**src/cache_types.sv**
```systemverilog
package cache_types;

  // Cache geometry
  localparam int NUM_WAYS       = 4;
  localparam int NUM_SETS       = 16;
  localparam int TAG_BITS       = 23;
  localparam int SET_BITS       = 4;
  localparam int LINE_BITS      = 256;
  localparam int BEAT_BITS      = 64;
  localparam int BEATS_PER_LINE = 4;
  localparam int WORD_SEL_BITS  = 3;

  typedef struct packed {
    logic [TAG_BITS-1:0]      tag;
    logic [SET_BITS-1:0]      set;
    logic [WORD_SEL_BITS-1:0] word;
    logic [1:0]               byte_ofs;
  } addr_fields_t;

  // Raw view goes to memory, field view drives indexing
  typedef union packed {
    logic [31:0]  raw;
    addr_fields_t fields;
  } fetch_addr_u;

  typedef struct packed {
    fetch_addr_u addr;
    logic [3:0]  rmask;
  } fetch_req_t;

  typedef enum logic [1:0] {Sram_idle, Hit_read, Miss_replace} sram_op_t;

  typedef enum logic {Hit, Clean_miss} hit_miss_t;

  typedef enum logic [1:0] {Way_A, Way_B, Way_C, Way_D} way_t;

  typedef struct packed {
    sram_op_t   sram_op;
    logic [1:0] bank_shift;
  } cache_ctl_t;

  typedef struct packed {
    logic [BEAT_BITS-1:0] rdata;
    logic [31:0]          raddr;
    logic                 rvalid;
  } mem_beat_t;

endpackage

```
**src/plru.sv**
```systemverilog
`timescale 1ns/1ps

module plru (
  input  logic                             clk,
  input  logic                             rst,
  input  logic                             ufp_resp,
  input  logic [cache_types::SET_BITS-1:0] set,
  input  logic [cache_types::NUM_WAYS-1:0] valid,
  input  cache_types::way_t                visit_way,
  output cache_types::way_t                replace_way
);
  import cache_types::*;

  // Per set: [2] root picks A/B or C/D, [1] A/B leaf, [0] C/D leaf
  logic [NUM_SETS-1:0][2:0] tree_q;
  logic [2:0]               cur_bits;

  assign cur_bits = tree_q[set];

  always_ff @(posedge clk) begin
    if (rst) begin
      tree_q <= '0;
    end else if (ufp_resp) begin
      if (visit_way == Way_A || visit_way == Way_B) begin
        tree_q[set][2] <= 1'b1;
        tree_q[set][1] <= (visit_way == Way_A);
      end else begin
        tree_q[set][2] <= 1'b0;
        tree_q[set][0] <= (visit_way == Way_C);
      end
    end
  end

  always_comb begin
    if (!cur_bits[2]) begin
      replace_way = cur_bits[1] ? Way_B : Way_A;
    end else begin
      replace_way = cur_bits[0] ? Way_D : Way_C;
    end
    // Lowest invalid way wins over the tree
    for (int i = NUM_WAYS - 1; i >= 0; i--) begin
      if (!valid[i]) begin
        replace_way = way_t'(i);
      end
    end
  end

endmodule

```
**config.mk**
```make
export PLATFORM = sky130hd
export DESIGN_NAME = plru
export DESIGN_NICKNAME = d
export VERILOG_FILES = /design/src/cache_types.sv /design/src/plru.sv
export SDC_FILE = /design/constraint.sdc
export NUM_CORES = 1
export LEC_CHECK = 0
export BUFFER_PORTS_ARGS = -buffer_cell sky130_fd_sc_hd__buf_2
export CORE_UTILIZATION = 45
export CTS_CLUSTER_DIAMETER = 50
export DETAILED_ROUTE_END_ITERATION = 10
export PLACE_DENSITY_LB_ADDON = 0.15
export SLEW_MARGIN = 0
export SYNTH_ARGS = -nofsm -noshare
export SYNTH_HDL_FRONTEND = slang
export SYNTH_SLANG_ARGS = --single-unit
```
**constraint.sdc**
```tcl
create_clock -name clk -period 1.76 [get_ports clk]
set_input_delay 0.264 -clock clk [delete_from_list [all_inputs] [get_ports clk]]
set_output_delay 0.264 -clock clk [all_outputs]
set_load 0.03 [all_outputs]
```
==> results by group <==
GRT
  • Pin count of the biggest net entering global routing: 49
  • Initial antenna violation count: 0
  • Overall Global Routing Usage: 22.0%
  • Global-route wire length before repair: 9.09 mm
  • Grt total ovfl: 0
  • Vias in the first global route: 1811

Yosys
  • Mapped Area: 2390 sq um
  • Distinct cells, synth: 33
  • Synth Register Bits: 48
  • Mean Syn Cell Area: 9.74 sq um
  • Post-Syn Nets: 258
  • Register area share after synthesis: 40.3%
  • Yosys warns: 0
  • Mapped Cells: 245

Pwr
  • PwrDens: 789 nW/um^2
  • Leakage: 0.921 nW
  • Peak VDD IR: 0.491 mV

Cells and area
  • Layout Cells excl Fill: 338
  • Final core utilization: 54.1%
  • Most common cell after layout, fill and taps aside: dfxtp_1
  • Share of layout cells above drive strength 1: 27.6%
  • Nets@finish: 280
  • Most frequent cells in the layout: dfxtp_1, nor2_1, buf_4, a21oi_1
  • Area delta synth->final: 15.8%
  • Antenna Diode Count: 0

Outcome
  • Failing checks: negative setup slack
  • Outcome: complete, but fails checks

Timing
  • RSZ-0062 raised after global routing: true
  • Setup violators final: 2
  • Slew @ Worst Pin: 0.524 ns
  • Fmax: 456 MHz
  • Fin crit share: 125%
  • Post-layout min period: 2.19 ns
  • Worst Clk Skew: 0 ns
  • Final-report hold violation count: 0
  • PnR worst setup slack: -0.432 ns
  • Max Slew Vio Count: 0
  • Max_slew headroom: 65.1%

Routing
  • Total Wirelength: 5.48 mm
  • Antenna-violating nets left: 0
  • # DRC: 0
  • Via/cell ratio: 5.68
  • DRT Pass-1 Iters: 4
  • Vias post-DR: 1919
  • Routed len/inst: 16.2 um
  • DRT iter0 DRCs: 104

Critical path
  • Crit path launch type: flop
  • Slowest CP cell: mux4_1
  • R2R depth: 2
  • Delay-heaviest family, CP: multiplexers
  • Crit path DAT: 1.93 ns
  • Critical-path cell list: mux4_1, a22oi_2, nand3_1, mux2i_2, a31oi_4, buf_6
  • WP buf/inv: 1
  • CP Capture Type: output pin
  • WP data required: 1.50 ns
  • Crit path depth: 6
  • CP max FO: 2
  • Largest stage delay on the critical path: 0.56 ns
  • CP Class: flop to output pin

Clock network
  • Deepest clock path buffer count: 2
  • Worst skew pair latency: 0.30 ns
  • H-tree depth reported by CTS: 2
  • Sink Count: 48
  • CTS Hold Bufs: 0
  • Clock transition at path regs: 0.09 ns
  • CTS tree: done
  • CTS Root Cell: clkbuf_8
  • Total CTS buffers: 5

Floorplanning
  • Initial Utilization: 46.7%
  • Die Span Y: 74.8 um
  • # IOs: 15
  • Die area: 5600 sq um
  • Core area: 5110 sq um
  • Std-Cell Rows: 26
  • Chip width: 74.8 um

Min path
  • Hold crit path type: input port to flop
  • WHS Path Cells: 2

Place
  • Dpl cells: 329
  • Final RePlAce weighted congestion: 0.783
  • Port buffer count: 14
  • Post-DP HPWL: 3.70 mm

Job
  • Max Cap Viol: 0
-- path summary, 6_finish.rpt --
kind,from,to,slack [ns]
worst max-delay path,tree_q[15]$_SDFFE_PP0P_,replace_way[0],-0.43
worst min-delay path,visit_way[0],tree_q[34]$_SDFFE_PP0P_,0.41
worst max register to register,tree_q[3]$_SDFFE_PP0P_,tree_q[3]$_SDFFE_PP0P_,0.99
worst min register to register,tree_q[43]$_SDFFE_PP0P_,tree_q[43]$_SDFFE_PP0P_,0.48
-- what timing repair did --
item	4_1_cts	5_1_grt
buffers inserted	1	0
endpoints found under the hold margin	0	0
pin swaps	1	0
cloned	0	0
endpoints found under the setup margin	2	2
gates resized for setup	8	2
-- kinds of logic (layout without fill, tap and decap cells) --
logic type	count (synthesis)	after routing	share of synthesized area (%)
AND/OR/NAND/NOR	84	84	19.8
flip-flops	48	48	40.3
multiplexers	14	14	13.1
AO/OA/AOI/OAI	73	73	21.4
buffers and inverters	26	49	5.45
-- power breakdown --
| part | internal (mW) | switching [mW] |
|---|---|---|
| sequential | 1.10 | 0.00915 |
| combinational | 0.0972 | 0.163 |
| clock | 0.421 | 0.387 |
| total | 1.62 | 0.559 |
-- routing by layer --
metal | vias to the layer above | part of all wire, % | global-route usage, % | wire length, um
li1 | 981 | - | - | -
met2 | 28 | 44 | 34.1 | 2400
met5 | - | 0 | 0 | 0
met3 | 5 | 2.8 | 4.82 | 156
met1 | 905 | 52 | 30.7 | 2870
met4 | 0 | 1.1 | 6.92 | 58
-- area by class of cell --
cell class,count,area (sq um)
well taps,70,87.6
repair buffers,38,278
inverters,3,11.3
flip-flops and latches,48,962
fillers,470,2340
multi-input cells,171,1310
clock buffers,5,68.8
clock inverters,3,42.5
-- through the flow --
| step | setup TNS, ns | setup slack, ns | area (sq um) | hold WS [ns] | total power, mW |
|---|---|---|---|---|---|
| after floorplan | -0.0499 | -0.0499 | 2410 | 0.445 | 1.31 |
| after global placement | -0.832 | -0.471 | 2630 | 0.462 | 1.39 |
| final | -0.853 | -0.432 | 2760 | 0.406 | 2.18 |
| after detailed placement | -0.893 | -0.489 | 2630 | 0.473 | 1.39 |
| after global routing | -0.989 | -0.499 | 2760 | 0.416 | 2.27 |
| after CTS | -0.875 | -0.440 | 2770 | 0.389 | 2.20 |
-- synthesized netlist by cell type, drive strengths merged --
cell	number	area, sq um
a211oi	20	150
a21oi	21	105
a22oi	3	27.5
a311oi	20	175
a31oi	1	6.26
and2	1	6.26
buf	7	58.8
clkbuf	16	60.1
dfxtp	48	961
inv	3	11.3
mux2i	2	20.0
mux4	12	293
nand2	13	53.8
nand2b	3	26.3
nand3	9	50.1
nor2	34	130
nor2b	3	18.8
nor3	14	113
nor4	7	73.8
o211a	1	10.0
o21ai	6	30.0
o31ai	1	7.51
No activity file was read; power rests on OpenSTA's default activity.
