### src/cache_types.sv
package cache_types;

  // Cache geometry
  localparam int NUM_WAYS       = 4;
  localparam int NUM_SETS       = 16;
  localparam int TAG_BITS       = 23;
  localparam int SET_BITS       = 4;
  localparam int LINE_BITS      = 256;
  localparam int BEAT_BITS      = 64;
  localparam int BEATS_PER_LINE = 4;
  localparam int WORD_SEL_BITS  = 3;

  typedef struct packed {
    logic [TAG_BITS-1:0]      tag;
    logic [SET_BITS-1:0]      set;
    logic [WORD_SEL_BITS-1:0] word;
    logic [1:0]               byte_ofs;
  } addr_fields_t;

  // Raw view goes to memory, field view drives indexing
  typedef union packed {
    logic [31:0]  raw;
    addr_fields_t fields;
  } fetch_addr_u;

  typedef struct packed {
    fetch_addr_u addr;
    logic [3:0]  rmask;
  } fetch_req_t;

  typedef enum logic [1:0] {Sram_idle, Hit_read, Miss_replace} sram_op_t;

  typedef enum logic {Hit, Clean_miss} hit_miss_t;

  typedef enum logic [1:0] {Way_A, Way_B, Way_C, Way_D} way_t;

  typedef struct packed {
    sram_op_t   sram_op;
    logic [1:0] bank_shift;
  } cache_ctl_t;

  typedef struct packed {
    logic [BEAT_BITS-1:0] rdata;
    logic [31:0]          raddr;
    logic                 rvalid;
  } mem_beat_t;

endpackage

### src/cache_way_array.sv
`timescale 1ns/1ps

module cache_way_array (
  input  logic                               clk,
  input  logic                               rst,
  input  logic                               rd_en,
  input  logic                               wr_en,
  input  logic [cache_types::SET_BITS-1:0]   set,
  input  logic [1:0]                         beat_sel,
  input  logic [cache_types::BEAT_BITS-1:0]  wr_beat,
  input  logic [cache_types::TAG_BITS-1:0]   wr_tag,
  output logic [cache_types::LINE_BITS-1:0]  rd_line,
  output logic [cache_types::TAG_BITS-1:0]   rd_tag,
  output logic                               rd_valid
);
  import cache_types::*;

  logic [LINE_BITS-1:0] data_mem [NUM_SETS];
  logic [TAG_BITS-1:0]  tag_mem  [NUM_SETS];
  logic [NUM_SETS-1:0]  valid_q;
  logic                 last_beat;

  assign last_beat = (beat_sel == 2'(BEATS_PER_LINE - 1));

  // Line and tag storage, one beat written per refill strobe
  always_ff @(posedge clk) begin
    if (wr_en) begin
      data_mem[set][BEAT_BITS*beat_sel +: BEAT_BITS] <= wr_beat;
      tag_mem[set] <= wr_tag;
    end
    if (rd_en) begin
      rd_line <= data_mem[set];
      rd_tag  <= tag_mem[set];
    end
  end

  // Valid drops on early beats and rises with the last one
  always_ff @(posedge clk) begin
    if (rst) begin
      valid_q  <= '0;
      rd_valid <= 1'b0;
    end else begin
      if (wr_en) begin
        valid_q[set] <= last_beat;
      end
      if (rd_en) begin
        rd_valid <= valid_q[set];
      end
    end
  end

endmodule

### config.mk
export PLATFORM = sky130hd
export DESIGN_NAME = cache_way_array
export DESIGN_NICKNAME = d
export VERILOG_FILES = /design/src/cache_types.sv /design/src/cache_way_array.sv
export SDC_FILE = /design/constraint.sdc
export NUM_CORES = 2
export LEC_CHECK = 0
export BUFFER_PORTS_ARGS = -buffer_cell sky130_fd_sc_hd__buf_2
export CORE_ASPECT_RATIO = 0.5
export CORE_UTILIZATION = 62
export DETAILED_ROUTE_END_ITERATION = 8
export PLACE_DENSITY = 0.88
export SETUP_SLACK_MARGIN = 0.5
export SLEW_MARGIN = 0
export SYNTH_ARGS = -nofsm -noshare
export SYNTH_HDL_FRONTEND = slang
export SYNTH_MEMORY_MAX_BITS = 65536
export SYNTH_SLANG_ARGS = --single-unit
### constraint.sdc
create_clock -name clk -period 6.8 [get_ports clk]
set_clock_uncertainty 0.1 [all_clocks]
set_input_delay 1.02 -clock clk [delete_from_list [all_inputs] [get_ports clk]]
set_output_delay 1.02 -clock clk [all_outputs]
set_load 0.05 [all_outputs]
==> flow_summary.toml, run 1 <==
[run_status]
status = "did not finish"
stop_stage = "detailed placement (3_5_place_dp)"
error = "[ERROR DPL-0033] detailed placement checks failed during check placement."

[floorplan]
chipWidth_um = 761
die_y_um = 381
initial_utilization_pct = 62.7
row_count = 138
ios = 377

[placed_design]
gp_congestion = 0.793
portBuffers = 376
hpwl_um = 294000

[logic_synthesis]
synth_top_cells_by_count = "edfxtp_1 (4743), mux4_2 (1397), and2_1 (314)"
synth_edf_count = 4743
syn-num-nets = 7021
synth_seq_cells = 4760
syn_inst = 6918
yosysTopAreaCellShare_pct = 79.9
yosysMostFrequentCell = "edfxtp_1"
synthFlopType = "edfxtp_1"
yosysTopAreaCell = "edfxtp_1"
ys_seq_area_share_pct = 80.0
yosysUniqueCellTypes = 36
yosys-top-cells-area = "edfxtp_1 (80%), mux4_2 (18%), and2_1 (1.1%), buf_2 (0.51%), clkbuf_1 (0.31%)"
synthArstFlopShare_pct = 0
yosys_warnings = 0
synth_area_mm2 = 0.178
syn_avg_cell_area_um2 = 25.8
## through the flow
stage          hold WS (ns)  setup slack (ns)  area (µm²)
3_3_place_gp          0.370              1.84      185000
2_1_floorplan         0.349              1.18      178000
## kinds of logic after synthesis
family,Yosys count,share of synthesized area [%]
fa+ha+maj,6,0.0421
simple gates,369,1.27
buf+inv,351,0.880
mux,1404,17.7
flops,4760,80.0
compound gates,28,0.0856
==> inputs of run 2 (changes only) <==
CORE_ASPECT_RATIO = unset   (was 0.5)
CORE_UTILIZATION = 40   (was 62)
PLACE_DENSITY = unset   (was 0.88)
PLACE_DENSITY_LB_ADDON = 0.15   (was unset)
SETUP_SLACK_MARGIN = unset   (was 0.5)
==> run 2 against run 1 <==
- synthesized cell count is the same
- the run now ends clean
- synthesized area stayed put
==> flow_summary.toml, run 2 <==
[worst_setup_path]
worst-path-max-fanout = 59
cp.arrival_ns = 4.20
endpoint_kind = "register"
setup.worst_path.start_class = "input pin"
crit_type = "in -> reg"
crit_required_ns = 7.37
reg2regPathDepth = 2

[cells_and_area]
nNetsFinal = 7706
drive_gt1_share_pct = 33.5
final_common_cell = "edfxtp_1"
regMostFlops = "data_mem"
post-route-util_pct = 46.1
multi_input_area_mm2 = 0.0343
layout-area-overhead-vs-synth_pct = 14.4
largest_reg_flops = 4096
reg_top3 = "data_mem x4096, tag_mem x368, rd_line x256"
fill_cells = 36438
final_cell_mix = "edfxtp_1 (4743), mux4_2 (1397), clkbuf_16 (483), buf_2 (371), and2_1 (250)"
regArea_mm2 = 0.143

[logic_synthesis]
syn_avg_cell_area_um2 = 25.8
synthFlopType = "edfxtp_1"
yosysTopAreaCellShare_pct = 79.9
ys_seq_area_share_pct = 80.0
synth_area_mm2 = 0.178
yosys_warnings = 0
yosysTopAreaCell = "edfxtp_1"
synthXorXnorAreaFrac_pct = 0
syn-num-nets = 7021
synth_top_cells_by_count = "edfxtp_1 (4743), mux4_2 (1397), and2_1 (314)"
yosys-top-cells-area = "edfxtp_1 (80%), mux4_2 (18%), and2_1 (1.1%), buf_2 (0.51%), clkbuf_1 (0.31%)"
synth_top_family_by_area = "multiplexers"
synthArstFlopShare_pct = 0
synth_edf_count = 4743
yosysUniqueCellTypes = 36
synthAdderAreaFrac_pct = 0.0421
synth_compound_gate_area_share_pct = 0.0856
yosysMostFrequentCell = "edfxtp_1"
synth_seq_cells = 4760
synthMuxAreaShare_pct = 17.7
syn_inst = 6918
yosys.area_share.simple_pct = 1.27

[clock_tree]
cts_repair_resize_count = 0
root_buffer = "clkbuf_16"
clock_sink_count = 4760
insertion_delay_ns = 1.03
clk_path_buf_depth = 4
clk_pin_slew_ns = 0.06
cts-buffers-inserted = 481
cts_setup_buffers = 0
htreeDepth = 5
hold_buffers = 0
cts_tree = "done"

[route]
vias = 79341
postRouteAntennaNets = 0
drt_iter0_markers = 8622
viasPerCell = 5.64
dr.pass1.iters = 5
wl_per_cell_um = 34.4
drt-total-wl_um = 484000
drc = 0

[floorplan]
core_mm2 = 0.443
die_y_um = 670
row_count = 244
ios = 377
chipWidth_um = 670
dieArea_mm2 = 0.449
initial_utilization_pct = 40.3

[sta]
maxSlewViolCount = 0
fin_crit_ns = 3.63
fin_tns_setup_ns = 0
fin_crit_sh_pct = 53.4
rsz0062_at_grt = "no"
max_freq_mhz = 276
hold_violations = 0
worstMarginPinSlew_ns = 1.23
max_slew_margin_pct = 17.8
finalSetupViolCount = 0

[grt]
grt_max_degree = 144
antenna_found_initial = 89
grt_pass1_vias = 82348
grt_first_pass_wirelength_um = 667000
grt_usage_pct = 21.4
overflow = 0

[power_and_ir_drop]
ir_drop_mv = 0.257
power.leakage_nw = 53.2
powerDensity_mw_per_mm2 = 298

[min_path]
holdPathStages = 1
hold_class = "in -> reg"

[flow_run]
cap_viol_max_count = 0

[run_status]
status = "complete, no violations"

[placed_design]
gp_congestion = 0.736
portBuffers = 376
hpwl_um = 263000
-- run 2: cell counts after synthesis --
Identical to the previous run, type by type.
-- run 2: kinds of logic (layout without fill, tap and decap cells) --
kind of cell,Yosys count,after routing
DFF,4760,4760
adders and majority gates,6,6
muxes,1404,1404
buffers and inverters,351,1446
other,0,155
AOI/OAI and AO/OA,28,28
and+or+nand+nor,369,369
-- run 2: cell type report --
class                           count  share of cell area [%]
Sequential cell                  4760                    69.9
Multi-Input combinational cell   1807                    16.8
Clock buffer                      591                    6.12
Tap cell                         5904                    3.62
Timing Repair Buffer              551                    1.93
Clock inverter                    302                    1.37
Antenna cell                      155                   0.190
Inverter                            2                 0.00368
-- run 2: metal layers --
metal	part of all wire [%]	routed length, µm	up-vias	track usage [%]
met1	40	196000	44242	28.7
met5	0.0025	12	-	0
li1	-	-	31683	-
met4	2.2	10600	2	5.79
met3	7.3	35400	547	5.00
met2	50	242000	2867	35.3
-- run 2: worst paths after layout --
path | startpoint | to | slack (ns)
worst max-delay path | set[1] | data_mem[2][147] | 3.17
worst max register to register | data_mem[4][222] | rd_line[222] | 4.90
worst min register to register | valid_q[9] | valid_q[9] | 0.39
worst min-delay path | wr_tag[21] | tag_mem[12][21] | 0.28
-- run 2: through the flow --
| step | setup WS, ns | total power, mW | area, µm² | hold slack [ns] | cells |
|---|---|---|---|---|---|
| after detailed placement | 2.11 | 35.6 | 188000 | 0.377 | 13024 |
| final | 3.17 | 60.8 | 204000 | 0.277 | 14072 |
| after CTS | 3.21 | 61.3 | 204000 | 0.184 | 13917 |
| after global routing | 3.09 | 62.5 | 204000 | 0.232 | 13983 |
| after floorplan | 1.18 | 34.6 | 178000 | 0.349 | 6918 |
| after global placement | 2.08 | 35.6 | 188000 | 0.362 | 13024 |
-- run 2: report_power, final --
part	internal, mW	leakage [nW]	total, mW	switching, mW
clock network	14.6	7.43	25.8	11.3
logic	0.714	10.6	2.37	1.66
registers	32.4	35.2	32.6	0.132
total	47.7	53.2	60.8	13.1
-- run 2: worst max-delay path, stage by stage --
cell	delay, ns
buf_8	0.36
nand3b_1	0.50
nor3_2	0.80
and2_4	0.90
buf_4	0.45
Note: power is estimated with default switching activity, not from simulation.
