--- src/cache_types.sv ---
package cache_types;

  // Cache geometry
  localparam int NUM_WAYS       = 4;
  localparam int NUM_SETS       = 16;
  localparam int TAG_BITS       = 23;
  localparam int SET_BITS       = 4;
  localparam int LINE_BITS      = 256;
  localparam int BEAT_BITS      = 64;
  localparam int BEATS_PER_LINE = 4;
  localparam int WORD_SEL_BITS  = 3;

  typedef struct packed {
    logic [TAG_BITS-1:0]      tag;
    logic [SET_BITS-1:0]      set;
    logic [WORD_SEL_BITS-1:0] word;
    logic [1:0]               byte_ofs;
  } addr_fields_t;

  // Raw view goes to memory, field view drives indexing
  typedef union packed {
    logic [31:0]  raw;
    addr_fields_t fields;
  } fetch_addr_u;

  typedef struct packed {
    fetch_addr_u addr;
    logic [3:0]  rmask;
  } fetch_req_t;

  typedef enum logic [1:0] {Sram_idle, Hit_read, Miss_replace} sram_op_t;

  typedef enum logic {Hit, Clean_miss} hit_miss_t;

  typedef enum logic [1:0] {Way_A, Way_B, Way_C, Way_D} way_t;

  typedef struct packed {
    sram_op_t   sram_op;
    logic [1:0] bank_shift;
  } cache_ctl_t;

  typedef struct packed {
    logic [BEAT_BITS-1:0] rdata;
    logic [31:0]          raddr;
    logic                 rvalid;
  } mem_beat_t;

endpackage

--- src/instr_serve.sv ---
`timescale 1ns/1ps

module instr_serve (
  input  logic                   clk,
  input  logic                   rst,
  input  cache_types::fetch_req_t cpu_req,
  input  logic                   ufp_resp,
  output cache_types::fetch_req_t req_q
);

  logic empty;

  assign empty = (req_q.rmask == '0);

  // The CPU still holds the answered request during ufp_resp, so
  // the register retires it there and takes the next one a cycle later
  always_ff @(posedge clk) begin
    if (rst) begin
      req_q <= '0;
    end else if (ufp_resp) begin
      req_q <= '0;
    end else if (empty) begin
      req_q <= cpu_req;
    end
  end

endmodule

--- config.mk ---
export PLATFORM = sky130hd
export DESIGN_NAME = instr_serve
export DESIGN_NICKNAME = d
export VERILOG_FILES = /design/src/cache_types.sv /design/src/instr_serve.sv
export SDC_FILE = /design/constraint.sdc
export NUM_CORES = 1
export LEC_CHECK = 0
export BUFFER_PORTS_ARGS = -buffer_cell sky130_fd_sc_hd__buf_2
export CORE_ASPECT_RATIO = 2
export CORE_MARGIN = 1
export CORE_UTILIZATION = 51
export DETAILED_ROUTE_END_ITERATION = 16
export PLACE_DENSITY = 0.87
export REMOVE_ABC_BUFFERS = 1
export SLEW_MARGIN = 15
export SYNTH_ARGS = -nofsm -noshare
export SYNTH_HDL_FRONTEND = slang
export SYNTH_SLANG_ARGS = --single-unit
--- constraint.sdc ---
create_clock -name clk -period 3.6 [get_ports clk]
set_input_delay 0.54 -clock clk [delete_from_list [all_inputs] [get_ports clk]]
set_output_delay 0.54 -clock clk [all_outputs]
set_load 0.005 [all_outputs]
==> results of run 1 <==
[logic make-up (layout without fill, tap and decap cells)]
family,Yosys count,after routing,synth area share [%]
flip-flops,36,36,41.2
AND/OR/NAND/NOR,70,70,30.6
buffers and inverters,19,82,5.65
multiplexers,32,32,20.6
AO/OA/AOI/OAI,4,4,2.00
[power by group through the flow]
stage | combinational (mW) | sequential, mW | clock [mW]
final | 0.165 | 0.437 | 0.261
after global routing | 0.179 | 0.440 | 0.285
after CTS | 0.167 | 0.438 | 0.271
after detailed placement | 0.167 | 0.447 | 0
after global placement | 0.164 | 0.446 | 0
after floorplan | 0.0869 | 0.447 | 0
[layout make-up]
cell class | count | share of cell area, %
multi-input cells | 106 | 43.4
flip-flops and latches | 36 | 33.6
repair buffers | 75 | 17.6
clock buffers | 6 | 3.38
well taps | 31 | 1.81
clock inverters | 1 | 0.233
[how the worst max path moves through the flow]
stage	depth (start not counted)	slack, ns	start	endpoint
2_1_floorplan	2	1.46	req_q[3]	req_q[11]
3_3_place_gp	3	1.64	ufp_resp	req_q[2]
3_5_place_dp	3	1.59	ufp_resp	req_q[3]
4_1_cts	3	1.89	ufp_resp	req_q[3]
5_1_grt	3	1.72	ufp_resp	req_q[0]
6_report	3	1.86	ufp_resp	req_q[0]
[metrics by stage]
stage	instances	worst slack (ns)	util, %	total power [mW]	instance area (sq um)
2_1_floorplan	142	1.46	-	0.534	1650
5_1_grt	255	1.72	66.4	0.904	2150
4_1_cts	255	1.89	66.4	0.876	2150
6_report	255	1.86	66.4	0.864	2150
3_5_place_dp	248	1.59	64.0	0.613	2070
3_3_place_gp	248	1.64	64.0	0.610	2070
[per-layer routing]
layer | vias to the layer above | part of all wire, %
li1 | 701 | -
met4 | 0 | 2.7
met3 | 7 | 4.6
met5 | - | 0
met1 | 648 | 38
met2 | 44 | 54
[synthesized netlist by cell type]
cell type and instances:
nor4_4 1, clkbuf_1 12, a22o_1 4, mux2_1 2, mux2_2 30, buf_2 4
nor3b_1 68, nor2_1 1, buf_6 3, dfxtp_1 36
==> impl_metrics.tcl, run 1 <==
set metrics [dict create \
    max-slew-margin-rel_pct 25.6 \
    largest_register "req_q" \
    report.final.slew_viol_count 0 \
    swShare_pct 25.3 \
    via_count 1400 \
    htree_levels 2 \
    rows 29 \
    synth_cells 161 \
    dr.pass1.iters 10 \
    path_max_fanout 69 \
    final_common_cell "buf_2" \
    grt_start_max_net_pins 70 \
    hold_class "flop to flop" \
    fp.dieArea_sq_um 3680 \
    end_kind "flop" \
    slowest_stage "buf_2" \
    outcome "finished, violations left" \
    grtUsageMet2_pct 36.0 \
    wire_per_inst_microns 13.7 \
    setup_tns_ns 0 \
    maxCapViolCount 0 \
    regArea_sq_um 721 \
    reg2reg_slack_ns 2.05 \
    cp_num_buf_inv 1 \
    grt_busiest_layer "met2" \
    track_usage_pct 19.4 \
    fin_nets 263 \
    start_util_pct 54.2 \
    cpPeakStageDelay_ns 0.82 \
    power_density_nw_per_um2 403 \
    min_to "req_q[1]" \
    wirelength_microns 3490 \
    cts_hold_buf 0 \
    holdPathStages 1 \
    die_w_microns 43.4 \
    worstPathRequired_ns 3.77 \
    core_area_sq_um 3230 \
    switchingPower_mw 0.219 \
    post_cts_resized 0 \
    post_cts_buffers 0 \
    layout_common_cells "74 x buf_2, 68 x nor3b_1, 36 x dfxtp_1" \
    antenna_cells 0 \
    area_growth_pct 22.6 \
    overflow 0 \
    grt_setup_unrepaired "false" \
    numPortBuffers 74 \
    synth.top_cell.area_share_pct 41.2 \
    n_fill_cell 275 \
    finalHoldViolCount 0 \
    synth_area_leaders "dfxtp_1 41%, nor3b_1 29%, mux2_2 19%" \
    clkTransAtPathRegs_ns 0.06 \
    worstReg2RegStart "req_q[3]" \
    numCtsBuffers 5 \
    grt_antenna_before_repair 0 \
    top_regs "req_q x36" \
    cts-root-buf "clkbuf_8" \
    grt_util_met1_pct 18.6 \
    setup_viol 0 \
    violations "DRC" \
    critPathArrivalTime_ns 1.91 \
    multi_input_area_sq_um 931 \
    place_congestion 0.725 \
    drt_iter0_markers 50 \
    largest_register_ff_count 36 \
    hold_path.startpoint "req_q[1]" \
    holdWs_ns 0.593 \
    synth_area_leader_cell "dfxtp_1" \
    syn-cell-area_sq_um 1750 \
    path_class "input port to flop" \
    leakage_nw 0.957 \
    ys_ff_latch 36 \
    clkPwrFrac_pct 30.3 \
    cp_top_family "buffers and inverters" \
    skew_ns 0.00234 \
    startpoint_type "input port" \
    grt_pass1_vias 1260 \
    cts.path.max_buffers 2 \
    seqPwrFrac_pct 50.6 \
    drc 8 \
    cts_sinks 36 \
    synthDistinctLibCells 10 \
    io_pins 75 \
    path_cells "buf_2 > nor2_1 > a22o_1" \
    period_minus_slack_ns 1.74 \
    drive_gt1_share_pct 50.0 \
    grt_util_met3_pct 4.47 \
    ys_seq_area_share_pct 41.2 \
    cts_tree "yes" \
    grt_pass1_wl_microns 5350 \
    ys_warn_count 0 \
    clk_latency_ns 0.28 \
    max_slew.worst_pin.slew_ns 1.12 \
    ant_nets 0 \
    syn_area_per_cell_sq_um 10.9 \
    max-vdd-ir-drop_uv 308 \
    p_comb_share_pct 19.1 \
    detailed_place_hpwl_microns 2380 \
    r2r-end "req_q[27]" \
    intPower_mw 0.645 \
    via_per_inst 5.49 \
    worst_r2r_path_depth 3 \
    dieHeight_microns 84.9 \
    fmax_mhz 576 \
    fin_crit_sh_pct 48.3 \
]
(Power assumes the default switching activity.)
==> run 2, diff against run 1 <==
--- a/config.mk
+++ b/config.mk
@@ -8,9 +8,9 @@
 export BUFFER_PORTS_ARGS = -buffer_cell sky130_fd_sc_hd__buf_2
 export CORE_ASPECT_RATIO = 2
 export CORE_MARGIN = 1
-export CORE_UTILIZATION = 51
+export CORE_UTILIZATION = 47
 export DETAILED_ROUTE_END_ITERATION = 16
-export PLACE_DENSITY = 0.87
+export PLACE_DENSITY = 0.81
 export REMOVE_ABC_BUFFERS = 1
 export SLEW_MARGIN = 15
 export SYNTH_ARGS = -nofsm -noshare
==> constraint.sdc (replaced) <==
create_clock -name clk -period 1.65 [get_ports clk]
set_input_delay 0.2475 -clock clk [delete_from_list [all_inputs] [get_ports clk]]
set_output_delay 0.2475 -clock clk [all_outputs]
set_load 0.005 [all_outputs]
==> impl_metrics.tcl, run 2 (synthesis results as in run 1) <==
set metrics [dict create \
    largest_register "req_q" \
    numPortBuffers 74 \
    n_fill_cell 325 \
    cts-root-buf "clkbuf_8" \
    max_slew.worst_pin.slew_ns 0.311 \
    max-vdd-ir-drop_uv 768 \
    fp.dieArea_sq_um 3990 \
    hold_class "input port to flop" \
    htree_levels 2 \
    dieHeight_microns 88.3 \
    setup_viol 0 \
    dp_slack_ns 0.240 \
    io_pins 75 \
    cts_tree "yes" \
    drt_iter0_markers 30 \
    layout_common_cells "74 x buf_2, 68 x nor3b_1, 36 x dfxtp_1" \
    end_kind "flop" \
    path_class "flop to flop" \
    clkTransAtPathRegs_ns 0.07 \
    drive_gt1_share_pct 50.7 \
    worst_r2r_path_depth 3 \
    cts_sinks 36 \
    dp_cells 270 \
    reg2reg_slack_ns 0.23 \
    die_w_microns 45.2 \
    core_area_sq_um 3570 \
    area_growth_pct 29.9 \
    grt_antenna_before_repair 0 \
    clk_latency_ns 0.29 \
    fmax_mhz 703 \
    outcome "finished, final reports clean" \
    via_count 1428 \
    maxCapViolCount 0 \
    worstPathRequired_ns 1.83 \
    antenna_cells 0 \
    grt_setup_unrepaired "false" \
    finalHoldViolCount 0 \
    hold_path.startpoint "cpu_req[17]" \
    wire_per_inst_microns 13.5 \
    final_cells 278 \
    skew_ns 0.00246 \
    track_usage_pct 19.8 \
    place_congestion 0.723 \
    post_cts_resized 0 \
    setup_tns_ns 0 \
    grt_start_max_net_pins 37 \
    ant_nets 0 \
    post_cts_buffers 0 \
    fin_nets 267 \
    period_minus_slack_ns 1.42 \
    holdPathStages 3 \
    via_per_inst 5.14 \
    setup_ws_ns 0.228 \
    critPathArrivalTime_ns 1.60 \
    cts_hold_buf 0 \
    r2r-end "req_q[13]" \
    p_total_mw 1.99 \
    top_regs "req_q x36" \
    startpoint_type "flop" \
    path_max_fanout 36 \
    drc 0 \
    fin_crit_sh_pct 86.2 \
    leakage_nw 1.00 \
    worstReg2RegStart "req_q[3]" \
    grt_pass1_wl_microns 5720 \
    detailed_place_hpwl_microns 2660 \
    overflow 0 \
    cts.path.max_buffers 2 \
    numCtsBuffers 5 \
    wirelength_microns 3750 \
    grt_pass1_vias 1350 \
    start_util_pct 49.1 \
    dr.pass1.iters 4 \
    largest_register_ff_count 36 \
    min_to "req_q[17]" \
    rows 31 \
    final_common_cell "buf_2" \
    max-slew-margin-rel_pct 79.3 \
    report.final.slew_viol_count 0 \
    power_density_nw_per_um2 875 \
]
run 2: cell types whose count changed in the layout (fill, tap and decap cells not counted), sizes merged:
cell and delta:
clkbuf +2, buf +4, clkinv -1
run 2: worst max-delay path by stage:
stage | startpoint | endpoint
2_1_floorplan | req_q[3] | req_q[11]
4_1_cts | req_q[3] | req_q[13]
3_5_place_dp | req_q[3] | req_q[13]
6_report | req_q[3] | req_q[13]
5_1_grt | req_q[3] | req_q[27]
3_3_place_gp | req_q[3] | req_q[33]
run 2: per-stage QoR:
| stage | utilization [%] | cell area [sq um] | hold WS, ns |
|---|---|---|---|
| 2_1_floorplan | - | 1650 | 0.506 |
| 3_3_place_gp | 61.2 | 2180 | 0.543 |
| 3_5_place_dp | 61.2 | 2180 | 0.553 |
| 4_1_cts | 63.7 | 2270 | 0.361 |
| 5_1_grt | 63.7 | 2270 | 0.382 |
| 6_report | 63.7 | 2270 | 0.367 |
run 2: power breakdown:
group / switching (mW) / internal (mW)
Clock: 0.292 / 0.340
Sequential: 0.0290 / 0.924
Combinational: 0.177 / 0.227
Total: 0.497 / 1.49
run 2: area by class of cell:
cell class / count / area (sq um) / area share [%]
Tap cell: 49 / 61.3 / 2.70
Timing Repair Buffer: 79 / 470 / 20.7
Sequential cell: 36 / 721 / 31.7
Clock buffer: 8 / 90.1 / 3.96
Multi-Input combinational cell: 106 / 931 / 40.9
run 2: worst max-delay path, stage by stage (launching register included):
cell	delay [ns]
dfxtp_1	0.34
nor4_4	0.33
buf_12	0.26
mux2_2	0.36
run 2: metal layers:
metal	global-route usage, %	routed length [microns]	up-vias
met5	0	0	-
met4	9.92	75	0
met3	4.49	165	7
met2	35.8	2080	44
met1	20.1	1420	666
li1	-	-	711
==> run 3, diff against run 2 <==
--- a/config.mk
+++ b/config.mk
@@ -8,10 +8,12 @@
 export BUFFER_PORTS_ARGS = -buffer_cell sky130_fd_sc_hd__buf_2
 export CORE_ASPECT_RATIO = 2
 export CORE_MARGIN = 1
-export CORE_UTILIZATION = 47
+export CORE_UTILIZATION = 49
+export CTS_BUF_LIST = sky130_fd_sc_hd__clkbuf_8
 export DETAILED_ROUTE_END_ITERATION = 16
-export PLACE_DENSITY = 0.81
+export PLACE_DENSITY = 0.84
 export REMOVE_ABC_BUFFERS = 1
+export SKIP_CTS_REPAIR_TIMING = 1
 export SLEW_MARGIN = 15
 export SYNTH_ARGS = -nofsm -noshare
 export SYNTH_HDL_FRONTEND = slang
==> impl_metrics.tcl, run 3 (synthesis results as in run 1) <==
set metrics [dict create \
    outcome "finished, final reports clean" \
    core_area_sq_um 3420 \
    cts-root-buf "clkbuf_8" \
    fp.dieArea_sq_um 3830 \
    period_minus_slack_ns 1.42 \
    hold_class "input port to flop" \
    max-vdd-ir-drop_uv 618 \
    area_growth_pct 28.4 \
    rows 30 \
    drive_gt1_share_pct 50.7 \
    clk_latency_ns 0.27 \
    max_slew.worst_pin.slew_ns 0.276 \
    clkPwrFrac_pct 31.5 \
    io_pins 75 \
    end_kind "flop" \
    grt_start_max_net_pins 70 \
    critPathArrivalTime_ns 1.59 \
    report.final.slew_viol_count 0 \
    path_max_fanout 18 \
    ant_nets 0 \
    placed_area_sq_um 2160 \
    maxCapViolCount 0 \
    max-slew-margin-rel_pct 81.6 \
    worstReg2RegStart "req_q[3]" \
    holdWs_ns 0.365 \
    reg2reg_slack_ns 0.23 \
    leakage_nw 1.00 \
    cp-endpoint "req_q[23]" \
    fmax_mhz 703 \
    final_cells 277 \
    dieHeight_microns 86.5 \
    die_w_microns 44.3 \
    largest_register "req_q" \
    fin_crit_sh_pct 86.2 \
    switchingPower_mw 0.485 \
    top_regs "req_q x36" \
    fin_area_sq_um 2250 \
    final_common_cell "buf_2" \
    seqPwrFrac_pct 48.7 \
    wire_per_inst_microns 12.7 \
    drt_iter0_markers 29 \
    detailed_place_hpwl_microns 2470 \
    startpoint_type "flop" \
    track_usage_pct 19.2 \
    clkTransAtPathRegs_ns 0.07 \
    swShare_pct 24.8 \
    final_util_pct 65.8 \
    grt_pass1_wl_microns 5590 \
    cts_sinks 36 \
    grt_antenna_before_repair 0 \
    grt_setup_unrepaired "false" \
    dr.pass1.iters 8 \
    worst_r2r_path_depth 3 \
    place_congestion 0.750 \
    via_per_inst 5.09 \
    skew_ns 0.00172 \
    path_class "flop to flop" \
    intPower_mw 1.47 \
    largest_register_ff_count 36 \
    crit_start "req_q[3]" \
    drc 0 \
    fin_nets 267 \
    worstPathRequired_ns 1.81 \
    setup_viol 0 \
    p_comb_share_pct 19.8 \
    p_total_mw 1.95 \
    r2r-end "req_q[23]" \
    layout_common_cells "74 x buf_2, 68 x nor3b_1, 36 x dfxtp_1" \
    start_util_pct 51.2 \
    cts.path.max_buffers 2 \
    grt_pass1_vias 1359 \
    cts_tree "yes" \
    numCtsBuffers 5 \
    dp_cells 269 \
    via_count 1411 \
    finalHoldViolCount 0 \
    antenna_cells 0 \
    numPortBuffers 74 \
    power_density_nw_per_um2 869 \
    htree_levels 2 \
    overflow 0 \
    wirelength_microns 3510 \
]
-- run 3: changes by cell type in the layout (fill, tap and decap cells not counted) --
cell / delta
buf_12: -2
buf_4: +2
inv_1: +2
clkbuf_1: -2
-- run 3: worst max-delay path: stages, from the launching register on --
cell and delay (ns):
dfxtp_1 0.35, nor4_4 0.30, buf_4 0.29, mux2_2 0.36
-- run 3: how the worst min path moves through the flow --
stage | slack [ns] | startpoint | end | cells past startpoint
finish | 0.36 | cpu_req[8] | req_q[8] | 3
global route | 0.38 | cpu_req[19] | req_q[19] | 3
CTS | 0.37 | cpu_req[8] | req_q[8] | 3
detailed placement | 0.56 | req_q[3] | req_q[3] | 1
global placement | 0.54 | req_q[3] | req_q[3] | 1
floorplan | 0.51 | ufp_resp | req_q[0] | 2
-- run 3: cell type report --
| type | instances | area (sq um) |
|---|---|---|
| fillers | 289 | 1170 |
| multi-input cells | 106 | 931 |
| flip-flops and latches | 36 | 721 |
| repair buffers | 79 | 445 |
| clock buffers | 6 | 82.6 |
| well taps | 48 | 60.1 |
| clock inverters | 2 | 7.51 |
-- run 3: metal layers --
| metal | up-vias | global-route usage [%] | routed length (microns) |
|---|---|---|---|
| met4 | 0 | 7.16 | 40 |
| met3 | 5 | 5.00 | 142 |
| li1 | 709 | - | - |
| met5 | - | 0 | 0 |
| met1 | 657 | 17.7 | 1330 |
| met2 | 40 | 37.2 | 1990 |
-- run 3: stage by stage --
step / setup slack, ns / setup TNS [ns]
after floorplan: -0.494 / -16.75
after global placement: 0.277 / 0
after detailed placement: 0.223 / 0
after CTS: 0.214 / 0
after global routing: 0.153 / 0
final: 0.227 / 0
-- run 3: power by group through the flow --
stage	Combinational (mW)	Sequential (mW)	Clock [mW]
after floorplan	0.190	0.976	0
after global placement	0.384	0.971	0
after detailed placement	0.390	0.972	0
after CTS	0.391	0.952	0.633
after global routing	0.420	0.957	0.684
final	0.387	0.952	0.615
