`config.mk`:
```
export PLATFORM = sky130hd
export DESIGN_NAME = instr_cachefsm
export DESIGN_NICKNAME = d
export VERILOG_FILES = /design/src/cache_types.sv /design/src/instr_cachefsm.sv
export SDC_FILE = /design/constraint.sdc
export NUM_CORES = 1
export LEC_CHECK = 0
export ABC_AREA = 1
export ABC_CLOCK_PERIOD_IN_PS = 1200
export BUFFER_PORTS_ARGS = -buffer_cell sky130_fd_sc_hd__buf_2
export CAP_MARGIN = 0
export CORE_AREA = 2 2 48 50
export DETAILED_ROUTE_END_ITERATION = 6
export DIE_AREA = 0 0 50 52
export PLACE_DENSITY = 0.73
export SLEW_MARGIN = 15
export SYNTH_ARGS = -nofsm -noshare
export SYNTH_HDL_FRONTEND = slang
export SYNTH_SLANG_ARGS = --single-unit
```
`constraint.sdc`:
```
create_clock -name clk -period 1.2 [get_ports clk]
set_clock_uncertainty 0.15 [all_clocks]
set_input_delay 0.06 -clock clk [delete_from_list [all_inputs] [get_ports clk]]
set_output_delay 0.06 -clock clk [all_outputs]
set_load 0.005 [all_outputs]
```
`src/cache_types.sv`:
```
package cache_types;

  // Cache geometry
  localparam int NUM_WAYS       = 4;
  localparam int NUM_SETS       = 16;
  localparam int TAG_BITS       = 23;
  localparam int SET_BITS       = 4;
  localparam int LINE_BITS      = 256;
  localparam int BEAT_BITS      = 64;
  localparam int BEATS_PER_LINE = 4;
  localparam int WORD_SEL_BITS  = 3;

  typedef struct packed {
    logic [TAG_BITS-1:0]      tag;
    logic [SET_BITS-1:0]      set;
    logic [WORD_SEL_BITS-1:0] word;
    logic [1:0]               byte_ofs;
  } addr_fields_t;

  // Raw view goes to memory, field view drives indexing
  typedef union packed {
    logic [31:0]  raw;
    addr_fields_t fields;
  } fetch_addr_u;

  typedef struct packed {
    fetch_addr_u addr;
    logic [3:0]  rmask;
  } fetch_req_t;

  typedef enum logic [1:0] {Sram_idle, Hit_read, Miss_replace} sram_op_t;

  typedef enum logic {Hit, Clean_miss} hit_miss_t;

  typedef enum logic [1:0] {Way_A, Way_B, Way_C, Way_D} way_t;

  typedef struct packed {
    sram_op_t   sram_op;
    logic [1:0] bank_shift;
  } cache_ctl_t;

  typedef struct packed {
    logic [BEAT_BITS-1:0] rdata;
    logic [31:0]          raddr;
    logic                 rvalid;
  } mem_beat_t;

endpackage

```
`src/instr_cachefsm.sv`:
```
`timescale 1ns/1ps

module instr_cachefsm (
  input  logic                   clk,
  input  logic                   rst,
  input  logic                   req_valid,
  input  cache_types::hit_miss_t hit_miss,
  input  logic                   bfp_ready,
  input  cache_types::mem_beat_t mem_beat,
  output cache_types::cache_ctl_t ctl,
  output logic                   ufp_resp,
  output logic                   bfp_read
);
  import cache_types::*;

  typedef enum logic [2:0] {
    Idle,
    Lookup,
    Miss_req,
    Miss_fill,
    Reread
  } state_t;

  state_t     state_q;
  state_t     state_d;
  logic [1:0] beat_q;
  logic       last_beat;

  assign last_beat = (beat_q == 2'(BEATS_PER_LINE - 1));

  always_ff @(posedge clk) begin
    if (rst) begin
      state_q <= Idle;
      beat_q  <= '0;
    end else begin
      state_q <= state_d;
      if (state_q == Miss_req) begin
        beat_q <= '0;
      end else if (state_q == Miss_fill && mem_beat.rvalid) begin
        beat_q <= beat_q + 2'd1;
      end
    end
  end

  always_comb begin
    state_d        = state_q;
    ctl.sram_op    = Sram_idle;
    ctl.bank_shift = beat_q;
    ufp_resp       = 1'b0;
    bfp_read       = 1'b0;
    unique case (state_q)
      Idle: begin
        if (req_valid) begin
          state_d = Lookup;
        end
      end
      Lookup: begin
        if (!req_valid) begin
          state_d = Idle;
        end else if (hit_miss == Hit) begin
          ctl.sram_op = Hit_read;
          ufp_resp    = 1'b1;
          state_d     = Idle;
        end else begin
          state_d = Miss_req;
        end
      end
      Miss_req: begin
        // Read only goes out while memory is ready
        if (bfp_ready) begin
          bfp_read = 1'b1;
          state_d  = Miss_fill;
        end
      end
      Miss_fill: begin
        bfp_read = 1'b1;
        if (mem_beat.rvalid) begin
          ctl.sram_op = Miss_replace;
          if (last_beat) begin
            state_d = Reread;
          end
        end
      end
      Reread: begin
        // Array output is refreshed one cycle after the last write
        state_d = Lookup;
      end
      default: begin
        state_d = Idle;
      end
    endcase
  end

endmodule

```
==> impl_results.md, run 1 <==
- Outcome: finished, violations left
- Failing checks: negative setup slack
- Reg clk slew, reported paths: ~0.05 ns
- Layout cells sized above 1: approximately three fifths
- Starting density of the core: 15.7%
- Clk Latency, worst-skew pair: 0.24 ns
- Arr. time, crit path: between 1 and 1.5 ns
- Max-slew headroom: 89.3%
- Post-layout minimum cycle time: around 1.2 ns
- Final TNS setup: -0.119 ns
- Core ar.: 0.00211 mm²
- VDD IR max: roughly 0.54 mV
- Cells after Synth: 49
- Place WS: approximately 0.016 ns
- Fin crit share: 103%
- DIE HEIGHT: 52 µm
- Top post-synthesis cells by area: dfxtp_1 (30%), nand2_1 (14%), nor2_1 (7.9%)
- Layout Nets: around 180
- Row cnt: 17
- Mean Syn Cell Area: roughly 6.8 µm²
- Max-slew violations: 0
- CP Capture Type: primary output
- Slowest-stage cell, CP: dfxtp_2
- Diode count: 0
- First-pass iteration count of the detailed router: 4
- Yosys warnings: 0
- Mapped Area: between 300 and 400 µm²
- Asr flop ratio synth: 0%
- Critical path's top delay family: flip-flops
- Die ar.: 0.00260 mm²
- Post-Route WL: 884 µm
- Synth cell types: 17
- Ys flop type: dfxtp_1
- Fin. Hold Viols: 0
- Initial antenna violation count: 0
- Count leader, synth: nand2_1
- Register area share after synthesis: between 30% and 40%
- Crit start category: register
- DRC viols: 0
- Area Overhead vs Synth: 66.4%
- Power Density: between 1000 and 1500 mW/mm²
- Max stage delay on crit path: around 0.35 ns
- PnR worst setup slack: -0.0365 ns
- RSZ-0062 raised after global routing: true
- Slew @ Worst Pin: 0.159 ns
- GPL Wtd Cong: 0.716
- Synth Register Bits: 5
- Min-Delay Path Class: in2reg
- Vias: 381
- # IOs: between 100 and 150
- Total track usage: roughly 7.4%
- Fmax: ~800 MHz
- Overflow after GRT: 0
- Crit-path cells: buf_4 -> nor2_4 -> nor3_1 -> buf_2
- Vias in the first global route: 400
- # port buffers: 11
- Pin count of the biggest net entering global routing: 6
- Final setup violation count: 5
- Post-synth top area cell: dfxtp_1
- EDFF count, synth: 0
- Share of the synthesized area in the top cell type: roughly 30%
- Top post-synthesis cells by count: nand2_1 (12), nor2_1 (7), inv_1 (6), dfxtp_1 (5), nand2_2 (4)
- Dpl hpwl: 606 µm
- Critical path required time: 0.99 ns
- Worst Path Buf+Inv: 2
- Horiz. Die Dim: 50 µm
- CTS H-Tree Depth: 1
- First-pass GRT wire length: 1470 µm
- Drt wl/cell: 8.84 µm
- Sink Count: 5
- Root buf cell: clkbuf_4
- Clock buffer depth: 2
- CTS buffer count: 3
- CTS tree: done
- Vias per std cell: around 3.8
- Pleak: between 0.2 and 0.3 nW
- Drt initial violations: 5
- DRT antenna net count: 0
- Crit Path Class: reg2out
- Number of max-cap violations: 0
- Worst Path Max Fanout: 3
- Syn nets: about 150
[final cells by class]
type	instances	area, µm²
clock buffers	4	26.3
fillers	235	1550
inverters	7	27.5
multi-input cells	37	229
flip-flops and latches	5	108
well taps	28	35.0
repair buffers	19	126
[power by group]
| part | internal, mW | switching [mW] |
|---|---|---|
| Combinational | 0.172 | 0.201 |
| Clock | 0.126 | 0.0723 |
| Sequential | 0.195 | 0.0254 |
| Total | 0.493 | 0.299 |
[cell families (layout without fill, tap and decap cells)]
family	count (synthesis)	after routing	synth area share, %
flip-flops	5	5	30.2
buffers and inverters	7	30	8.30
AND/OR/NAND/NOR	34	34	53.6
AO/OA/AOI/OAI	2	2	4.15
adder cells (fa/ha/maj)	1	1	3.77
[per-layer routing]
metal | share of wire [%] | vias to the layer above | global-route usage (%)
met5 | 0 | - | 0
met4 | 0 | 0 | 4.17
met3 | 9.0 | 0 | 4.02
met2 | 53 | 10 | 12.5
met1 | 38 | 174 | 7.12
li1 | - | 197 | -
[state kept, by name, indices dropped and copies added, names as in the netlist]
register  cells
beat_q        2
state_q       3
[metrics by stage]
| step | utilization [%] | instances | hold slack [ns] | total power, mW | instance area, µm² |
|---|---|---|---|---|---|
| finish | 26.2 | 100 | 0.111 | 0.792 | 552 |
| CTS | 25.0 | 99 | 0.0915 | 0.765 | 526 |
| global route | 26.2 | 100 | 0.136 | 0.852 | 552 |
| detailed placement | 20.0 | 88 | 0.112 | 0.470 | 422 |
| global placement | 20.0 | 88 | 0.115 | 0.455 | 422 |
| floorplan | - | 49 | -0.0203 | 0.406 | 332 |
[repair_timing]
item | CTS | global route
pin swaps | 5 | 4
hold buffers | 2 | 0
buffers inserted | 5 | 1
resized for setup | 8 | 6
endpoints found under the hold margin | 4 | 0
endpoints found under the setup margin | 4 | 6
[final timing paths]
path                     end  cells after the start  slack (ns)       start
setup / recovery    bfp_read                      4       -0.04  state_q[0]
hold / removal    state_q[1]                      5        0.11   req_valid
setup reg to reg  state_q[1]                      8       -0.01  state_q[0]
hold reg to reg    beat_q[0]                      2        0.32   beat_q[0]
[placed cells by master, fill, tap and decap left out, types with 2 or more instances in the layout]
master          n
buf_2          10
buf_4           6
clkbuf_4        3
dfxtp_2         3
dlygate4sd3_1   2
inv_1           5
nand2_1        11
nand2_2         5
nand3_2         2
nand3b_1        2
nor2_1          4
nor2_2          4
nor2_4          3
[tightest hold or removal path, cell delays in order]
cell	delay, ns
buf_2	0.11
nor2_1	0.05
nand2_2	0.08
nand2_1	0.06
nor2_2	0.10
Power figures use the tool's default switching activity.
==> run 2, diff against run 1 <==
--- a/config.mk
+++ b/config.mk
@@ -12,7 +12,7 @@
 export CORE_AREA = 2 2 48 50
 export DETAILED_ROUTE_END_ITERATION = 6
 export DIE_AREA = 0 0 50 52
-export PLACE_DENSITY = 0.73
+export PLACE_DENSITY_LB_ADDON = 0.15
 export SLEW_MARGIN = 15
 export SYNTH_ARGS = -nofsm -noshare
 export SYNTH_HDL_FRONTEND = slang
==> impl_results.md, run 2 (same netlist as run 1, synthesis figures left out) <==
- Outcome: finished, violations left
- Failing checks: negative setup slack
- Layout cells sized above 1: 55.1% (-3.3 points)
- Die ar.: 0.00260 mm² (unchanged)
- Number of max-cap violations: 0 (unchanged)
- First-pass iteration count of the detailed router: 3 (-1)
- Vias in the first global route: 364 (-9.0%)
- DRC viols: 0 (unchanged)
- CTS buffer count: 3 (unchanged)
- Pin count of the biggest net entering global routing: 6 (unchanged)
- DIE HEIGHT: 52 µm (unchanged)
- Post-Route WL: 794 µm (-10%)
- Initial antenna violation count: 0 (unchanged)
- Row cnt: 17 (unchanged)
- CP Capture Type: primary output
- Final TNS setup: -0.0878 ns (+0.0308 ns)
- Drt initial violations: 3 (-2)
- # IOs: 108 (unchanged)
- CTS tree: done
- Most common cell after layout, fill and taps aside: nand2_1
- Layout Cells excl Fill: 97 (-3.0%)
- Arr. time, crit path: 1.03 ns (about the same)
- CTS H-Tree Depth: 1 (unchanged)
- Max-slew violations: 0 (unchanged)
- Clk Latency, worst-skew pair: 0.24 ns (about the same)
- Reg clk slew, reported paths: 0.04 ns (about the same)
- Overflow after GRT: 0 (unchanged)
- Placed Instances: 88 (unchanged)
- Biggest regs: state_q x3, beat_q x2
- # port buffers: 11 (unchanged)
- Place WS: 0.0397 ns (+0.0240 ns)
- RSZ-0062 raised after global routing: true
- Horiz. Die Dim: 50 µm (unchanged)
- Fillers: 244 (+3.8%)
- Post-layout minimum cycle time: 1.24 ns (+0.00478 ns)
- First-pass GRT wire length: 1410 µm (-3.7%)
- Min-Delay Path Class: in2reg
- Power Density: 1360 mW/mm² (-5.0%)
- GPL Wtd Cong: 0.682 (-4.9%)
- Crit Path Class: reg2out
- Worst hold slack: 0.103 ns (-0.00847 ns)
- Crit start category: register
- DRT antenna net count: 0 (unchanged)
- Pleak: 0.253 nW (-6.1%)
- Layout Nets: 173 (-1.7%)
- PnR worst setup slack: -0.0413 ns (-0.00478 ns)
- VDD IR max: 0.653 mV (+20%)
- Root buf cell: clkbuf_4
- Core ar.: 0.00211 mm² (unchanged)
- Vias per std cell: 3.72 (-2.3%)
- Fin crit share: 103% (+0.40 points)
- Fmax: 806 MHz (-0.38%)
- Drt wl/cell: 8.19 µm (-7.4%)
- Fin. Hold Viols: 0 (unchanged)
- Diode count: 0 (unchanged)
- Clock buffer depth: 2 (unchanged)
- Worst Path Max Fanout: 4 (+1)
- Sink Count: 5 (unchanged)
- Largest register FFs: 3 (unchanged)
- Critical path required time: 0.99 ns (about the same)
- Area Overhead vs Synth: 56.6%
- Max-slew headroom: 87.7% (-1.7 points)
- Starting density of the core: 15.7% (unchanged)
- Vias: 361 (-5.2%)
- Final setup violation count: 3 (-2)
- Total track usage: 7.46% (+0.070 points)
- Commonest non-fill, non-tap cells in the layout: nand2_1 (11), buf_2 (10), nor2_1 (6)
- Slew @ Worst Pin: 0.184 ns (+0.0247 ns)
- Dpl hpwl: 630 µm (+4.0%)
- Most flop-heavy register: state_q
==> run 2: worst paths after layout <==
| check | slack [ns] | start | to | cells after the start |
|---|---|---|---|---|
| worst min-delay path | 0.10 | req_valid | state_q[1] | 5 |
| worst max-delay path | -0.04 | state_q[0] | ufp_resp | 5 |
| worst min register to register | 0.33 | beat_q[0] | beat_q[0] | 2 |
| worst max register to register | 0.06 | state_q[0] | state_q[1] | 7 |
==> run 2: critical path, cell delays in order (launching register included) <==
cell,delay (ns)
dfxtp_2,0.35
inv_2,0.06
nor2_4,0.09
nand3_2,0.07
nor2_1,0.09
buf_2,0.13
==> run 2: through the flow <==
step           instance area [µm²]  utilization [%]  power [mW]
4_1_cts                        513             24.4       0.724
6_report                       519             24.7       0.709
3_3_place_gp                   422             20.0       0.474
3_5_place_dp                   422             20.0       0.467
5_1_grt                        519             24.7       0.776
2_1_floorplan                  332                -       0.406
==> run 2: repair_timing <==
item,4_1_cts,5_1_grt
hold buffers,2,0
endpoints found under the hold margin,4,0
gates resized for setup,8,4
endpoints found under the setup margin,4,8
setup buffers,3,0
pin swaps,5,4
gates cloned,0,0
==> run 2: per-layer routing <==
metal | up-vias | GRT usage, % | part of all wire, %
met4 | 0 | 5.56 | 0.63
met3 | 2 | 4.02 | 11
met2 | 11 | 10.7 | 43
met1 | 156 | 8.19 | 45
li1 | 192 | - | -
met5 | - | 0 | 0
==> run 2: area by class of cell <==
class,instances,area (µm²),area share [%]
Clock buffer,4,26.3,5.06
Inverter,7,27.5,5.30
Multi-Input combinational cell,37,219,42.2
Sequential cell,5,108,20.7
Tap cell,28,35.0,6.75
Timing Repair Buffer,16,104,20.0
==> run 2: power by group <==
group	internal (mW)	switching, mW
combinational	0.119	0.170
sequential	0.195	0.0277
clock	0.126	0.0706
total	0.440	0.268
==> run 3, diff against run 2 <==
--- a/config.mk
+++ b/config.mk
@@ -9,9 +9,10 @@
 export ABC_CLOCK_PERIOD_IN_PS = 1200
 export BUFFER_PORTS_ARGS = -buffer_cell sky130_fd_sc_hd__buf_2
 export CAP_MARGIN = 0
-export CORE_AREA = 2 2 48 50
+export CORE_AREA = 5 5 51 53
 export DETAILED_ROUTE_END_ITERATION = 6
-export DIE_AREA = 0 0 50 52
+export DIE_AREA = 0 0 56 58
+export GPL_TIMING_DRIVEN = 0
 export PLACE_DENSITY_LB_ADDON = 0.15
 export SLEW_MARGIN = 15
 export SYNTH_ARGS = -nofsm -noshare
==> impl_results.md, run 3 (same netlist as run 1, synthesis figures left out) <==
- Outcome: finished, violations left
- Failing checks: negative setup slack
- Layout Nets: 172 (-0.58%)
- Pleak: 0.251 nW (-0.80%)
- Switching share of power: 38.5% (+0.65 points)
- GPL Wtd Cong: 0.647 (-5.0%)
- Post-layout minimum cycle time: 1.23 ns (-0.0106 ns)
- Crit-path cells: inv_4 -> nor2_4 -> nand3_2 -> nor2_1 -> buf_2
- Max-slew headroom: 88.6% (+0.93 points)
- First-pass iteration count of the detailed router: 1 (-2)
- Pin count of the biggest net entering global routing: 6 (unchanged)
- Min-Delay Path Class: in2reg
- Diode count: 0 (unchanged)
- Uppermost layer routed: met3
- Initial antenna violation count: 0 (unchanged)
- Final TNS setup: -0.0418 ns (+0.0460 ns)
- Placed Area: 422 µm² (unchanged)
- Routed length on met3: 79 µm (-13%)
- Drt initial violations: 0 (-3)
- Number of max-cap violations: 0 (unchanged)
- CTS buffer count: 3 (unchanged)
- Power Density: 1390 mW/mm² (+1.6%)
- CTS H-Tree Depth: 1 (unchanged)
- Arr. time, crit path: 1.02 ns (about the same)
- Worst hold slack: 0.102 ns (-0.000517 ns)
- Area Overhead vs Synth: 57.7%
- RSZ-0062 raised after global routing: true
- Post-Route WL: 821 µm (+3.4%)
- Worst Path Buf+Inv: 2 (unchanged)
- Logic pwr share: 40.4% (-0.4 points)
- Drt wl/cell: 8.55 µm (+4.5%)
- Largest register FFs: 3 (unchanged)
- PnR worst setup slack: -0.0307 ns (+0.0106 ns)
- Vias: 363 (+0.55%)
- Clock buffer depth: 2 (unchanged)
- Core ar.: 0.00211 mm² (unchanged)
- Final setup violation count: 2 (-1)
- Most common cell after layout, fill and taps aside: nand2_1
- M1 WL: 383 µm (+7.3%)
- Starting density of the core: 15.7% (unchanged)
- Commonest non-fill, non-tap cells in the layout: nand2_1 (11), buf_2 (10), nand2_2 (5), nor2_1 (5)
- Place WS: 0.0397 ns (-0.0000502 ns)
- Fillers: 245 (+0.41%)
- Final Power: 725 µW (+2.4%)
- Routed wl met2: 359 µm (+5.9%)
- Max stage delay on crit path: 0.37 ns (+0.02 ns)
- # IOs: 108 (unchanged)
- DRT antenna net count: 0 (unchanged)
- Core Util, Final: 24.8% (+0.18 points)
- Overflow after GRT: 0 (unchanged)
- Slowest-stage cell, CP: dfxtp_4
- Row cnt: 17 (unchanged)
- Worst Path Max Fanout: 4 (unchanged)
- Design area: 523 µm² (+0.72%)
- Critical path's top delay family: flip-flops
- Root buf cell: clkbuf_4
- DIE HEIGHT: 58 µm (+12%)
- Die ar.: 0.00325 mm² (+25%)
- Dpl hpwl: 642 µm (+2.0%)
- Register share of total power: 32.4% (+0.9 points)
- Max-slew violations: 0 (unchanged)
- Total track usage: 5.73% (-1.7 points)
- Net Sw Power: 279 µW (+4.1%)
- # port buffers: 11 (unchanged)
- DRC viols: 0 (unchanged)
- First-pass GRT wire length: 1440 µm (+1.5%)
- P_int: 446 µW (+1.3%)
- Placed Instances: 88 (unchanged)
- Vias in the first global route: 375 (+3.0%)
- Horiz. Die Dim: 56 µm (+12%)
- CTS tree: done
- Critical path required time: 0.99 ns (about the same)
- Most flop-heavy register: state_q
- VDD IR max: 0.798 mV (+22%)
- Crit Path Class: reg2out
- Crit start category: register
- Biggest regs: state_q x3, beat_q x2
- Fmax: 813 MHz (+0.86%)
- Sink Count: 5 (unchanged)
- Layout Cells excl Fill: 96 (-1.0%)
- Slew @ Worst Pin: 0.170 ns (-0.0138 ns)
- Clock power frac: 27.3% (-0.4 points)
- Fin. Hold Viols: 0 (unchanged)
- Layout cells sized above 1: 55.9% (+0.81 points)
- Vias per std cell: 3.78 (+1.6%)
- Clk Latency, worst-skew pair: 0.24 ns (about the same)
- Reg clk slew, reported paths: 0.05 ns (about the same)
- CP Capture Type: primary output
- Fin crit share: 103% (-0.88 points)
[run 3: cell count changes in the layout (fill, tap and decap cells not counted), sizes merged]
| cell | previous run | this run |
|---|---|---|
| buf | 14 | 13 |
[run 3: what timing repair did]
item	4_1_cts	5_1_grt
hold endpoints to repair	4	0
endpoints found under the setup margin	4	7
setup buffers	2	0
hold buffers	2	0
gates resized for setup	6	9
pin swaps	4	6
[run 3: power groups by stage]
stage	logic (mW)	clock network [mW]	registers [mW]
CTS	0.276	0.212	0.223
global placement	0.251	0	0.222
detailed placement	0.248	0	0.219
finish	0.293	0.198	0.235
global route	0.328	0.233	0.237
floorplan	0.191	0	0.215
[run 3: area by class of cell]
class / count / area (µm²) / share of cell area (%)
clock buffer: 4 / 26.3 / 5.02
inverter: 7 / 30.0 / 5.74
multi-input combinational: 37 / 226 / 43.3
sequential: 5 / 109 / 20.8
tap: 28 / 35.0 / 6.70
timing repair buffer: 15 / 96.3 / 18.4
[run 3: final timing paths]
| path | start | to | slack [ns] | depth (start not counted) |
|---|---|---|---|---|
| max reg2reg | state_q[0] | state_q[1] | 0.03 | 7 |
| min reg2reg | beat_q[0] | beat_q[0] | 0.34 | 2 |
| max | state_q[0] | ctl[2] | -0.03 | 5 |
| min | bfp_ready | state_q[0] | 0.10 | 6 |
[run 3: layer usage]
layer	vias to the layer above	global-route usage (%)
li1	188	-
met1	162	6.07
met2	13	9.02
met3	0	4.68
met4	0	1.02
met5	-	0
[run 3: worst min-delay path, cell delays in order]
cell	delay, ns
buf_2	0.09
nor2_2	0.04
nand2_2	0.09
nand4_1	0.09
nand2_1	0.06
inv_1	0.03
